**config.mk**
```make
export PLATFORM = sky130hd
export DESIGN_NAME = mmc5_prg_top
export DESIGN_NICKNAME = d
export VERILOG_FILES = /design/src/design/mmc5_pkg.sv /design/src/design/mmc5_cpu_read.sv /design/src/design/mmc5_prg_mapper.sv /design/src/design/mmc5_prg_top.sv /design/src/design/mmc5_reg_file.sv /design/src/design/mmc5_scanline_irq.sv
export SDC_FILE = /design/constraint.sdc
export NUM_CORES = 1
export LEC_CHECK = 0
export ABC_AREA = 1
export BUFFER_PORTS_ARGS = -buffer_cell sky130_fd_sc_hd__buf_2
export CORE_MARGIN = 4
export CORE_UTILIZATION = 32
export DETAILED_ROUTE_END_ITERATION = 10
export GPL_TIMING_DRIVEN = 0
export SLEW_MARGIN = 20
export SYNTH_ARGS = -nofsm -noshare
export SYNTH_HDL_FRONTEND = slang
export SYNTH_SLANG_ARGS = --single-unit
```
**constraint.sdc**
```tcl
create_clock -name clk -period 5.8 [get_ports clk]
set_input_delay 0.58 -clock clk [delete_from_list [all_inputs] [get_ports clk]]
set_output_delay 0.58 -clock clk [all_outputs]
set_load 0.01 [all_outputs]
```
**src/design/mmc5_pkg.sv**
```systemverilog
// MMC5 PRG side shared types: CPU and PPU bus cycles, configuration, register map
`default_nettype none

package mmc5_pkg;

	// One CPU bus cycle as seen by the mapper
	typedef struct packed {
		logic        ce;    // M2 strobe, one clk per CPU cycle
		logic        read;
		logic        write;
		logic [15:0] addr;
		logic [7:0]  wdata;
	} cpu_bus_t;

	// PPU fetch, single merged CHR address
	typedef struct packed {
		logic [13:0] chr_addr;
		logic        chr_read; // Level, high during a PPU read
	} ppu_bus_t;

	// PRG banking and multiplier operands
	typedef struct packed {
		logic [1:0] prg_mode;
		logic       protect_1;
		logic       protect_2;
		logic [2:0] ram_bank;
		logic [7:0] bank_0;
		logic [7:0] bank_1;
		logic [7:0] bank_2;
		logic [6:0] bank_3;  // Always ROM, no marker bit
		logic [7:0] mul_a;
		logic [7:0] mul_b;
	} prg_cfg_t;

	// Scanline compare IRQ setup
	typedef struct packed {
		logic [7:0] irq_scanline;
		logic       irq_enable;
	} irq_cfg_t;

	typedef logic [21:0] prg_addr_t;

	// Register map
	localparam logic [15:0] REG_PRG_MODE   = 16'h5100;
	localparam logic [15:0] REG_PROTECT_1  = 16'h5102;
	localparam logic [15:0] REG_PROTECT_2  = 16'h5103;
	localparam logic [15:0] REG_RAM_BANK   = 16'h5113;
	localparam logic [15:0] REG_BANK_0     = 16'h5114;
	localparam logic [15:0] REG_BANK_1     = 16'h5115;
	localparam logic [15:0] REG_BANK_2     = 16'h5116;
	localparam logic [15:0] REG_BANK_3     = 16'h5117;
	localparam logic [15:0] REG_IRQ_LINE   = 16'h5203;
	localparam logic [15:0] REG_IRQ_STATUS = 16'h5204; // Write sets enable, read gives status
	localparam logic [15:0] REG_MUL_LO     = 16'h5205;
	localparam logic [15:0] REG_MUL_HI     = 16'h5206;

	// Special CPU addresses
	localparam logic [15:0] NMI_VECTOR   = 16'hFFFA; // $FFFB matches as well
	localparam logic [15:0] PRG_RAM_BASE = 16'h6000;

	// PRG output address layout
	localparam logic [5:0] RAM_REGION = 6'h3C; // Save RAM sits at the top of the 4 MB space
	localparam int         PRG_PAGE_W = 13;    // 8 kB page offset

	// Scanline detector limits
	localparam logic [7:0] LAST_SCANLINE = 8'd239;
	localparam logic [1:0] IDLE_STROBES  = 2'd3;

endpackage

`default_nettype wire

```
**src/design/mmc5_cpu_read.sv**
```systemverilog
// MMC5 CPU read path: status and multiplier readback, bus drive flag
`timescale 1ns/1ps
`default_nettype none

module mmc5_cpu_read (
	input  mmc5_pkg::cpu_bus_t cpu_i,
	input  mmc5_pkg::prg_cfg_t prg_cfg_i,
	input  wire                logic irq_pending_i,
	input  wire                logic in_frame_i,
	output logic [7:0]         prg_dout_o,
	output logic               prg_bus_write_o
);

	logic [15:0] product;

	assign product = prg_cfg_i.mul_a * prg_cfg_i.mul_b; // Unsigned 8x8

	always_comb begin
		prg_bus_write_o = 1'b1;
		case (cpu_i.addr)
			mmc5_pkg::REG_IRQ_STATUS: begin
				prg_dout_o = {irq_pending_i, in_frame_i, 6'b11_1111};
			end
			mmc5_pkg::REG_MUL_LO: begin
				prg_dout_o = product[7:0];
			end
			mmc5_pkg::REG_MUL_HI: begin
				prg_dout_o = product[15:8];
			end
			default: begin
				prg_dout_o      = 8'hFF; // Open bus
				prg_bus_write_o = 1'b0;
			end
		endcase
	end

endmodule

`default_nettype wire

```
**src/design/mmc5_prg_mapper.sv**
```systemverilog
// MMC5 PRG mapper: CPU address to 22-bit PRG memory address plus access allow
`timescale 1ns/1ps
`default_nettype none

module mmc5_prg_mapper (
	input  mmc5_pkg::cpu_bus_t  cpu_i,
	input  mmc5_pkg::prg_cfg_t  prg_cfg_i,
	output mmc5_pkg::prg_addr_t prg_aout_o,
	output wire logic           prg_allow_o
);

	logic [7:0] page;   // Bit 7 high selects ROM
	logic       is_rom;
	logic       ram_we;

	always_comb begin
		casez ({prg_cfg_i.prg_mode, cpu_i.addr[15:13]})
			// $6000-$7FFF in every mode
			5'b??_0??: page = {5'b0_0000, prg_cfg_i.ram_bank};
			// Mode 0, one 32 kB page
			5'b00_1??: page = {1'b1, prg_cfg_i.bank_3[6:2], cpu_i.addr[14:13]};
			// Mode 1, two 16 kB pages
			5'b01_10?: page = {prg_cfg_i.bank_1[7:1], cpu_i.addr[13]};
			5'b01_11?: page = {1'b1, prg_cfg_i.bank_3[6:1], cpu_i.addr[13]};
			// Mode 2, 16 kB + 8 kB + 8 kB
			5'b10_10?: page = {prg_cfg_i.bank_1[7:1], cpu_i.addr[13]};
			5'b10_110: page = prg_cfg_i.bank_2;
			5'b10_111: page = {1'b1, prg_cfg_i.bank_3};
			// Mode 3, four 8 kB pages
			5'b11_100: page = prg_cfg_i.bank_0;
			5'b11_101: page = prg_cfg_i.bank_1;
			5'b11_110: page = prg_cfg_i.bank_2;
			5'b11_111: page = {1'b1, prg_cfg_i.bank_3};
			default:   page = {5'b0_0000, prg_cfg_i.ram_bank};
		endcase
	end

	assign is_rom = page[7];

	always_comb begin
		if (is_rom) begin
			prg_aout_o = {2'b00, page[6:0], cpu_i.addr[mmc5_pkg::PRG_PAGE_W-1:0]};
		end else begin
			prg_aout_o = {mmc5_pkg::RAM_REGION, prg_cfg_i.ram_bank,
				cpu_i.addr[mmc5_pkg::PRG_PAGE_W-1:0]};
		end
	end

	// Both protect registers must be unlocked for any RAM write
	assign ram_we = prg_cfg_i.protect_1 && prg_cfg_i.protect_2;

	assign prg_allow_o = (cpu_i.addr >= mmc5_pkg::PRG_RAM_BASE) &&
		(!cpu_i.write || (!is_rom && ram_we));

endmodule

`default_nettype wire

```
**src/design/mmc5_prg_top.sv**
```systemverilog
// MMC5 CPU-side top: register file, PRG mapper, scanline IRQ and read path
`timescale 1ns/1ps
`default_nettype none

module mmc5_prg_top (
	input  wire                 logic clk,
	input  wire                 logic rst_n_i,
	input  mmc5_pkg::cpu_bus_t  cpu_i,
	input  mmc5_pkg::ppu_bus_t  ppu_i,
	output mmc5_pkg::prg_addr_t prg_aout_o,
	output wire                 logic prg_allow_o,
	output logic [7:0]          prg_dout_o,
	output wire                 logic prg_bus_write_o,
	output wire                 logic irq_o
);

	mmc5_pkg::prg_cfg_t prg_cfg;
	mmc5_pkg::irq_cfg_t irq_cfg;
	logic               irq_pending;
	logic               in_frame;

	mmc5_reg_file u_reg_file (
		.clk       (clk),
		.rst_n_i   (rst_n_i),
		.cpu_i     (cpu_i),
		.prg_cfg_o (prg_cfg),
		.irq_cfg_o (irq_cfg)
	);

	mmc5_prg_mapper u_prg_mapper (
		.cpu_i       (cpu_i),
		.prg_cfg_i   (prg_cfg),
		.prg_aout_o  (prg_aout_o),
		.prg_allow_o (prg_allow_o)
	);

	mmc5_scanline_irq u_scanline_irq (
		.clk           (clk),
		.rst_n_i       (rst_n_i),
		.cpu_i         (cpu_i),
		.ppu_i         (ppu_i),
		.irq_cfg_i     (irq_cfg),
		.irq_o         (irq_o),
		.irq_pending_o (irq_pending),
		.in_frame_o    (in_frame)
	);

	mmc5_cpu_read u_cpu_read (
		.cpu_i           (cpu_i),
		.prg_cfg_i       (prg_cfg),
		.irq_pending_i   (irq_pending),
		.in_frame_i      (in_frame),
		.prg_dout_o      (prg_dout_o),
		.prg_bus_write_o (prg_bus_write_o)
	);

endmodule

`default_nettype wire

```
**src/design/mmc5_reg_file.sv**
```systemverilog
// MMC5 register file: decodes CPU writes into PRG, IRQ and multiplier settings
`timescale 1ns/1ps
`default_nettype none

module mmc5_reg_file (
	input  wire                logic clk,
	input  wire                logic rst_n_i,
	input  mmc5_pkg::cpu_bus_t cpu_i,
	output mmc5_pkg::prg_cfg_t prg_cfg_o,
	output mmc5_pkg::irq_cfg_t irq_cfg_o
);

	mmc5_pkg::prg_cfg_t prg_cfg_q;
	mmc5_pkg::irq_cfg_t irq_cfg_q;

	logic wr_stb;

	assign wr_stb = cpu_i.ce && cpu_i.write;

	always_ff @(posedge clk or negedge rst_n_i) begin
		if (!rst_n_i) begin
			prg_cfg_q.prg_mode  <= 2'd3; // Boot in 8 kB mode so the vectors hit bank 3
			prg_cfg_q.protect_1 <= 1'b0;
			prg_cfg_q.protect_2 <= 1'b0;
			prg_cfg_q.ram_bank  <= 3'd0;
			prg_cfg_q.bank_0    <= 8'd0;
			prg_cfg_q.bank_1    <= 8'd0;
			prg_cfg_q.bank_2    <= 8'd0;
			prg_cfg_q.bank_3    <= 7'h7F; // Last ROM page
			prg_cfg_q.mul_a     <= 8'd0;
			prg_cfg_q.mul_b     <= 8'd0;
			irq_cfg_q           <= '0;
		end else if (wr_stb) begin
			case (cpu_i.addr)
				mmc5_pkg::REG_PRG_MODE: begin
					prg_cfg_q.prg_mode <= cpu_i.wdata[1:0];
				end
				// Protects only unlock on their magic values
				mmc5_pkg::REG_PROTECT_1: begin
					prg_cfg_q.protect_1 <= (cpu_i.wdata[1:0] == 2'b10);
				end
				mmc5_pkg::REG_PROTECT_2: begin
					prg_cfg_q.protect_2 <= (cpu_i.wdata[1:0] == 2'b01);
				end
				mmc5_pkg::REG_RAM_BANK: begin
					prg_cfg_q.ram_bank <= cpu_i.wdata[2:0];
				end
				mmc5_pkg::REG_BANK_0: begin
					prg_cfg_q.bank_0 <= cpu_i.wdata;
				end
				mmc5_pkg::REG_BANK_1: begin
					prg_cfg_q.bank_1 <= cpu_i.wdata;
				end
				mmc5_pkg::REG_BANK_2: begin
					prg_cfg_q.bank_2 <= cpu_i.wdata;
				end
				mmc5_pkg::REG_BANK_3: begin
					prg_cfg_q.bank_3 <= cpu_i.wdata[6:0]; // Bit 7 ignored, always ROM
				end
				mmc5_pkg::REG_IRQ_LINE: begin
					irq_cfg_q.irq_scanline <= cpu_i.wdata;
				end
				mmc5_pkg::REG_IRQ_STATUS: begin
					irq_cfg_q.irq_enable <= cpu_i.wdata[7];
				end
				mmc5_pkg::REG_MUL_LO: begin
					prg_cfg_q.mul_a <= cpu_i.wdata;
				end
				mmc5_pkg::REG_MUL_HI: begin
					prg_cfg_q.mul_b <= cpu_i.wdata;
				end
				default: begin
				end
			endcase
		end
	end

	assign prg_cfg_o = prg_cfg_q;
	assign irq_cfg_o = irq_cfg_q;

	// The CPU fetches its reset vector right after release, so mode 3 must hold then
	a_boot_mode: assert property (@(posedge clk)
		$rose(rst_n_i) |=> prg_cfg_q.prg_mode == 2'd3)
		else $error("PRG mode not 3 after reset release");

endmodule

`default_nettype wire

```
**src/design/mmc5_scanline_irq.sv**
```systemverilog
// MMC5 scanline detector: frame and scanline tracking from PPU reads, IRQ pending flag
`timescale 1ns/1ps
`default_nettype none

module mmc5_scanline_irq (
	input  wire                logic clk,
	input  wire                logic rst_n_i,
	input  mmc5_pkg::cpu_bus_t cpu_i,
	input  mmc5_pkg::ppu_bus_t ppu_i,
	input  mmc5_pkg::irq_cfg_t irq_cfg_i,
	output wire                logic irq_o,
	output wire                logic irq_pending_o,
	output wire                logic in_frame_o
);

	logic        chr_read_q;
	logic [11:0] last_nt_addr;
	logic [1:0]  nt_read_cnt;  // Saturates at 3
	logic [1:0]  idle_cnt;     // CPU strobes without a PPU read
	logic        in_frame;
	logic [7:0]  scanline;
	logic        irq_pending;
	logic        irq_clear;    // Armed by a status read

	logic ppu_edge;
	logic is_nt;
	logic nt_mismatch;
	logic nt_full;
	logic vector_read;
	logic status_read;
	logic idle_exit;
	logic line_exit;
	logic leave_frame;

	assign ppu_edge    = ppu_i.chr_read && !chr_read_q;
	assign is_nt       = (ppu_i.chr_addr[13:12] == 2'b10);
	assign nt_mismatch = (nt_read_cnt != 2'd0) && (last_nt_addr != ppu_i.chr_addr[11:0]);
	assign nt_full     = (nt_read_cnt == 2'd3);

	// $FFFA/$FFFB, NMI vector fetch means the PPU is in vblank
	assign vector_read = cpu_i.ce && cpu_i.read &&
		({cpu_i.addr[15:1], 1'b0} == mmc5_pkg::NMI_VECTOR);
	assign status_read = cpu_i.ce && cpu_i.read && (cpu_i.addr == mmc5_pkg::REG_IRQ_STATUS);

	assign idle_exit = cpu_i.ce && !ppu_i.chr_read && in_frame &&
		(idle_cnt + 2'd1 == mmc5_pkg::IDLE_STROBES);
	assign line_exit = ppu_edge && nt_full && in_frame &&
		(scanline == mmc5_pkg::LAST_SCANLINE);

	assign leave_frame = vector_read || idle_exit || line_exit;

	always_ff @(posedge clk or negedge rst_n_i) begin
		if (!rst_n_i) begin
			chr_read_q   <= 1'b0;
			last_nt_addr <= 12'd0;
			nt_read_cnt  <= 2'd0;
			idle_cnt     <= 2'd0;
			in_frame     <= 1'b0;
			scanline     <= 8'd0;
			irq_pending  <= 1'b0;
			irq_clear    <= 1'b0;
		end else begin
			chr_read_q <= ppu_i.chr_read;

			if (ppu_edge) begin
				last_nt_addr <= ppu_i.chr_addr[11:0];
				if (!nt_full) begin
					nt_read_cnt <= nt_read_cnt + 2'd1;
				end else if (!in_frame) begin
					in_frame <= 1'b1; // First line of a new frame
					scanline <= 8'd0;
				end else if (scanline != mmc5_pkg::LAST_SCANLINE) begin
					scanline <= scanline + 8'd1;
					if (scanline + 8'd1 == irq_cfg_i.irq_scanline)
						irq_pending <= 1'b1;
				end
				if (!is_nt || nt_mismatch)
					nt_read_cnt <= 2'd0;
			end

			if (ppu_i.chr_read) begin
				idle_cnt <= 2'd0;
			end else if (cpu_i.ce && in_frame) begin
				idle_cnt <= idle_cnt + 2'd1;
			end

			// Pending drops on the strobe after the status read
			if (cpu_i.ce) begin
				irq_clear <= status_read;
				if (irq_clear)
					irq_pending <= 1'b0;
			end

			if (leave_frame) begin
				in_frame    <= 1'b0;
				nt_read_cnt <= 2'd0;
				idle_cnt    <= 2'd0;
				irq_pending <= 1'b0;
			end
		end
	end

	assign irq_o         = irq_pending && irq_cfg_i.irq_enable;
	assign irq_pending_o = irq_pending;
	assign in_frame_o    = in_frame;

	// Line 239 always exits the frame before the count can pass it
	a_scanline_max: assert property (@(posedge clk) disable iff (!rst_n_i)
		scanline <= mmc5_pkg::LAST_SCANLINE)
		else $error("Scanline count passed 239");

endmodule

`default_nettype wire

```
==> qor.csv <==
stage;metric;value;unit
route;vias;6246;
global_routing;grt.total_usage;14.4;%
power;peakVddDrop;0.142;mV
floorplan;start_util;32.3;%
floorplan;io_pins;77;
yosys;syn_nets;1117;
place;dp_hpwl;14.4;mm
worst_setup_path;cp_max_fo;9;
timing;fmax;181;MHz
cells_and_area;fin_nets;1201;
floorplan;die_area;25300;sq um
yosys;yosys_most_used_dff;dfrtp_1;
clock_tree;clk_pin_slew_worst_paths;0.07;ns
timing;slew_violations;0;
yosys;synth_compound_area_share;10.4;%
timing;rsz0062_at_grt;false;
clock_tree;h-tree-depth;3;
worst_setup_path;worst-path-buf-inv;6;
cells_and_area;drive_above_1_share;16.1;%
timing;clock_skew;0.00942;ns
clock_tree;clk_latency;0.35;ns
worst_setup_path;crit_path_cell_trace;clkbuf_1 -> nand2_1 -> inv_1 -> fa_1 -> fa_1 -> fa_1 -> inv_1 -> fa_1 -> inv_1 -> ha_1 -> inv_1 -> o21ai_0 -> a21oi_1 -> o21ai_0 -> nand2_1 -> nand3_1 -> nand2_1 -> nand3_1 -> nand2_1 -> buf_2;
place;numPortBuffers;76;
run_status;status;finished, final reports clean;
power;leakagePower;4.76;nW
yosys;synth.mux.area_fraction;0;%
worst_setup_path;critical_path.slowest_cell;fa_1;
power;combinationalPowerShare;12.7;%
timing;slew_headroom;63.7;%
yosys;synthesis.area;7300;sq um
route;firstDrtPassIters;4;
timing;whs;0.104;ns
clock_tree;cts-root-buf;clkbuf_16;
worst_setup_path;critPathTopFamily;adder cells;
timing;finalSetupTns;0;ns
route;drtIter0Drc;302;
worst_setup_path;critPathKind;register to output pin;
route;drt-total-wl;18.1;mm
global_routing;grt_max_degree;62;
yosys;ys_top_cells_by_area;dfrtp_1 28%, nand2_1 15%, inv_1 11%, fa_1 9.9%, ha_1 6.9%;
yosys;synth_adder_area_share;16.7;%
global_routing;overflow;0;
clock_tree;cts_setup_buffers;0;
global_routing;grt_pass1_wl;30.1;mm
yosys;synth_cell_type_count;43;
yosys;synth_top_area_share;28.1;%
clock_tree;cts.repair.resized;0;
timing;post-route-min-period;5.52;ns
power;p_total;1.49;mW
clock_tree;numClockSinks;91;
power;powerDensity;178;nW/um^2
yosys;ys_warn_count;0;
route;drcViolationCount;0;
timing;hold_viol_final;0;
worst_setup_path;crit_required;5.22;ns
clock_tree;cts_tree;done;
job;cap_violations;0;
yosys;synth_xor_xnor_area_share;1.08;%
floorplan;die_w;159;um
yosys;synth_seq_area_share;31.3;%
yosys;synth_cells;997;
clock_tree;cts.path.max_buffers;2;
power;p_clk_share;41.3;%
floorplan;row_count;55;
yosys;synth_top_family_by_area;simple AND/OR/NAND/NOR gates;
floorplan;coreArea;22600;sq um
clock_tree;cts_buffers;9;
route;postRouteAntennaNets;0;
floorplan;die_h;159;um
worst_setup_path;reg2reg_depth;12;
timing;finalSetupViolCount;0;
cells_and_area;area_delta_synth_final;14.6;%
worst_setup_path;end_kind;output pin;
worst_setup_path;critPathLaunchType;register;
power;p_int;1.08;mW
timing;fin_crit_sh;95.1;%
worst_setup_path;cp.depth;20;
place;place_congestion;0.849;
yosys;ys_seq_elements;91;
global_routing;grt_pass1_vias;6033;
global_routing;antenna_found_initial;1;
yosys;synth_top_area_cell;dfrtp_1;
route;wire_per_inst;13.2;um
worst_setup_path;worstPathArrival;4.94;ns
yosys;synthSimpleGateAreaFrac;26.2;%
route;via_per_inst;4.55;
clock_tree;cts_hold_buf;0;
yosys;synth_area_per_cell;7.32;sq um
power;p_seq_share;46.0;%
cells_and_area;final_util;37.1;%
yosys;synth_edf_count;0;
yosys;async_reset_ff_share;100;%
timing;worstMarginPinSlew;0.540;ns
power;switching_power;405;uW
power;netSwitchingFraction;27.2;%
worst_setup_path;cpPeakStageDelay;0.54;ns
min_path;hp-class;input pin to asynchronous set/reset pin;
-- state kept, by name (all words and copies together) (netlist names), 2 cells and up --
signal / count
u_reg_file.irq_cfg_o: 9
u_reg_file.prg_cfg_o: 54
u_scanline_irq.idle_cnt: 2
u_scanline_irq.last_nt_addr: 12
u_scanline_irq.nt_read_cnt: 2
u_scanline_irq.scanline: 8
-- kinds of logic after synthesis --
family | count (synthesis)
compound gates | 132
xor+xnor | 9
fa+ha+maj | 76
buf+inv | 255
flops | 91
simple gates | 434
-- power groups by stage --
stage	sequential (mW)	clock, mW	combinational, mW
6_report	0.683	0.615	0.189
5_1_grt	0.687	0.655	0.216
4_1_cts	0.683	0.629	0.193
3_5_place_dp	0.694	0	0.192
3_3_place_gp	0.694	0	0.186
2_1_floorplan	0.690	0	0.115
-- stage by stage --
step	std cells	setup WS [ns]	cell area, sq um
after detailed placement	1359	0.623	8070
after CTS	1375	0.237	8380
final	1372	0.283	8370
after global routing	1371	0.00679	8370
after floorplan	997	1.23	7300
after global placement	1358	0.692	8040
-- layout by cell type (no fill, tap or decap), types with 4 or more instances in the layout --
master,count
fa_1,36
nand3_1,37
buf_4,15
inv_2,7
nand4_1,15
nand2_2,6
o21ai_0,29
a21oi_1,23
dfrtp_1,82
nor2_4,4
dfstp_2,9
ha_1,40
nand2_1,301
clkbuf_16,9
nor3_1,6
buf_2,78
xor2_1,5
clkbuf_1,14
xnor2_1,4
nor2_1,43
inv_1,209
o21ai_2,17
o22ai_1,7
buf_6,4
o21ai_1,44
-- layer usage --
metal | track usage, % | share of wire (%) | wire [um]
met3 | 2.72 | 3.8 | 680
met4 | 2.45 | 0.58 | 105
met2 | 25.4 | 50 | 9090
met5 | 0 | 0.072 | 13
met1 | 18.8 | 45 | 8230
-- cells in the mapped netlist, types with 3 or more instances --
master    number
ha_1          40
nand2_2        6
nand2_4        3
o21ai_2       17
xor2_1         5
clkbuf_1      18
buf_6          3
nand3_1       37
nand4_1       15
a21oi_1       23
dfrtp_1       82
nor3_1         6
a31oi_1        3
nor2_1        43
o22ai_1        7
inv_1        209
buf_4         15
xnor2_1        4
nand2_1      301
dfstp_2        9
inv_2          7
nor2_4         4
o21ai_0       29
o21ai_1       44
fa_1          36
nand3_2        3
buf_2          3
-- path summary, 6_finish.rpt --
path / slack [ns] / endpoint / start
min reg2reg: 0.48 / u_reg_file.prg_cfg_o[21]$_DFFE_PN1P_ / u_reg_file.prg_cfg_o[21]$_DFFE_PN1P_
min: 0.10 / u_reg_file.prg_cfg_o[45]$_DFFE_PN0P_ / rst_n_i
min in group clk: 0.39 / u_scanline_irq.chr_read_q$_DFF_PN0_ / ppu_i[0]
max reg2reg: 3.92 / u_scanline_irq.nt_read_cnt[1]$_DFFE_PN0P_ / u_scanline_irq.scanline[0]$_DFFE_PN0P_
max: 0.28 / prg_dout_o[7] / u_reg_file.prg_cfg_o[10]$_DFFE_PN0P_
max in group asynchronous: 5.04 / u_reg_file.prg_cfg_o[52]$_DFFE_PN1P_ / rst_n_i
-- cell type report --
class                   instances  area (sq um)
flip-flops and latches         91          2290
diodes                          1          2.50
repair buffers                 77           414
clock inverters                 6          71.3
fillers                      2408         14200
well taps                     285           357
plain buffers                  35           214
inverters                     216           811
multi-input cells             651          3970
clock buffers                  10           239
No activity file was read; power rests on OpenSTA's default activity.
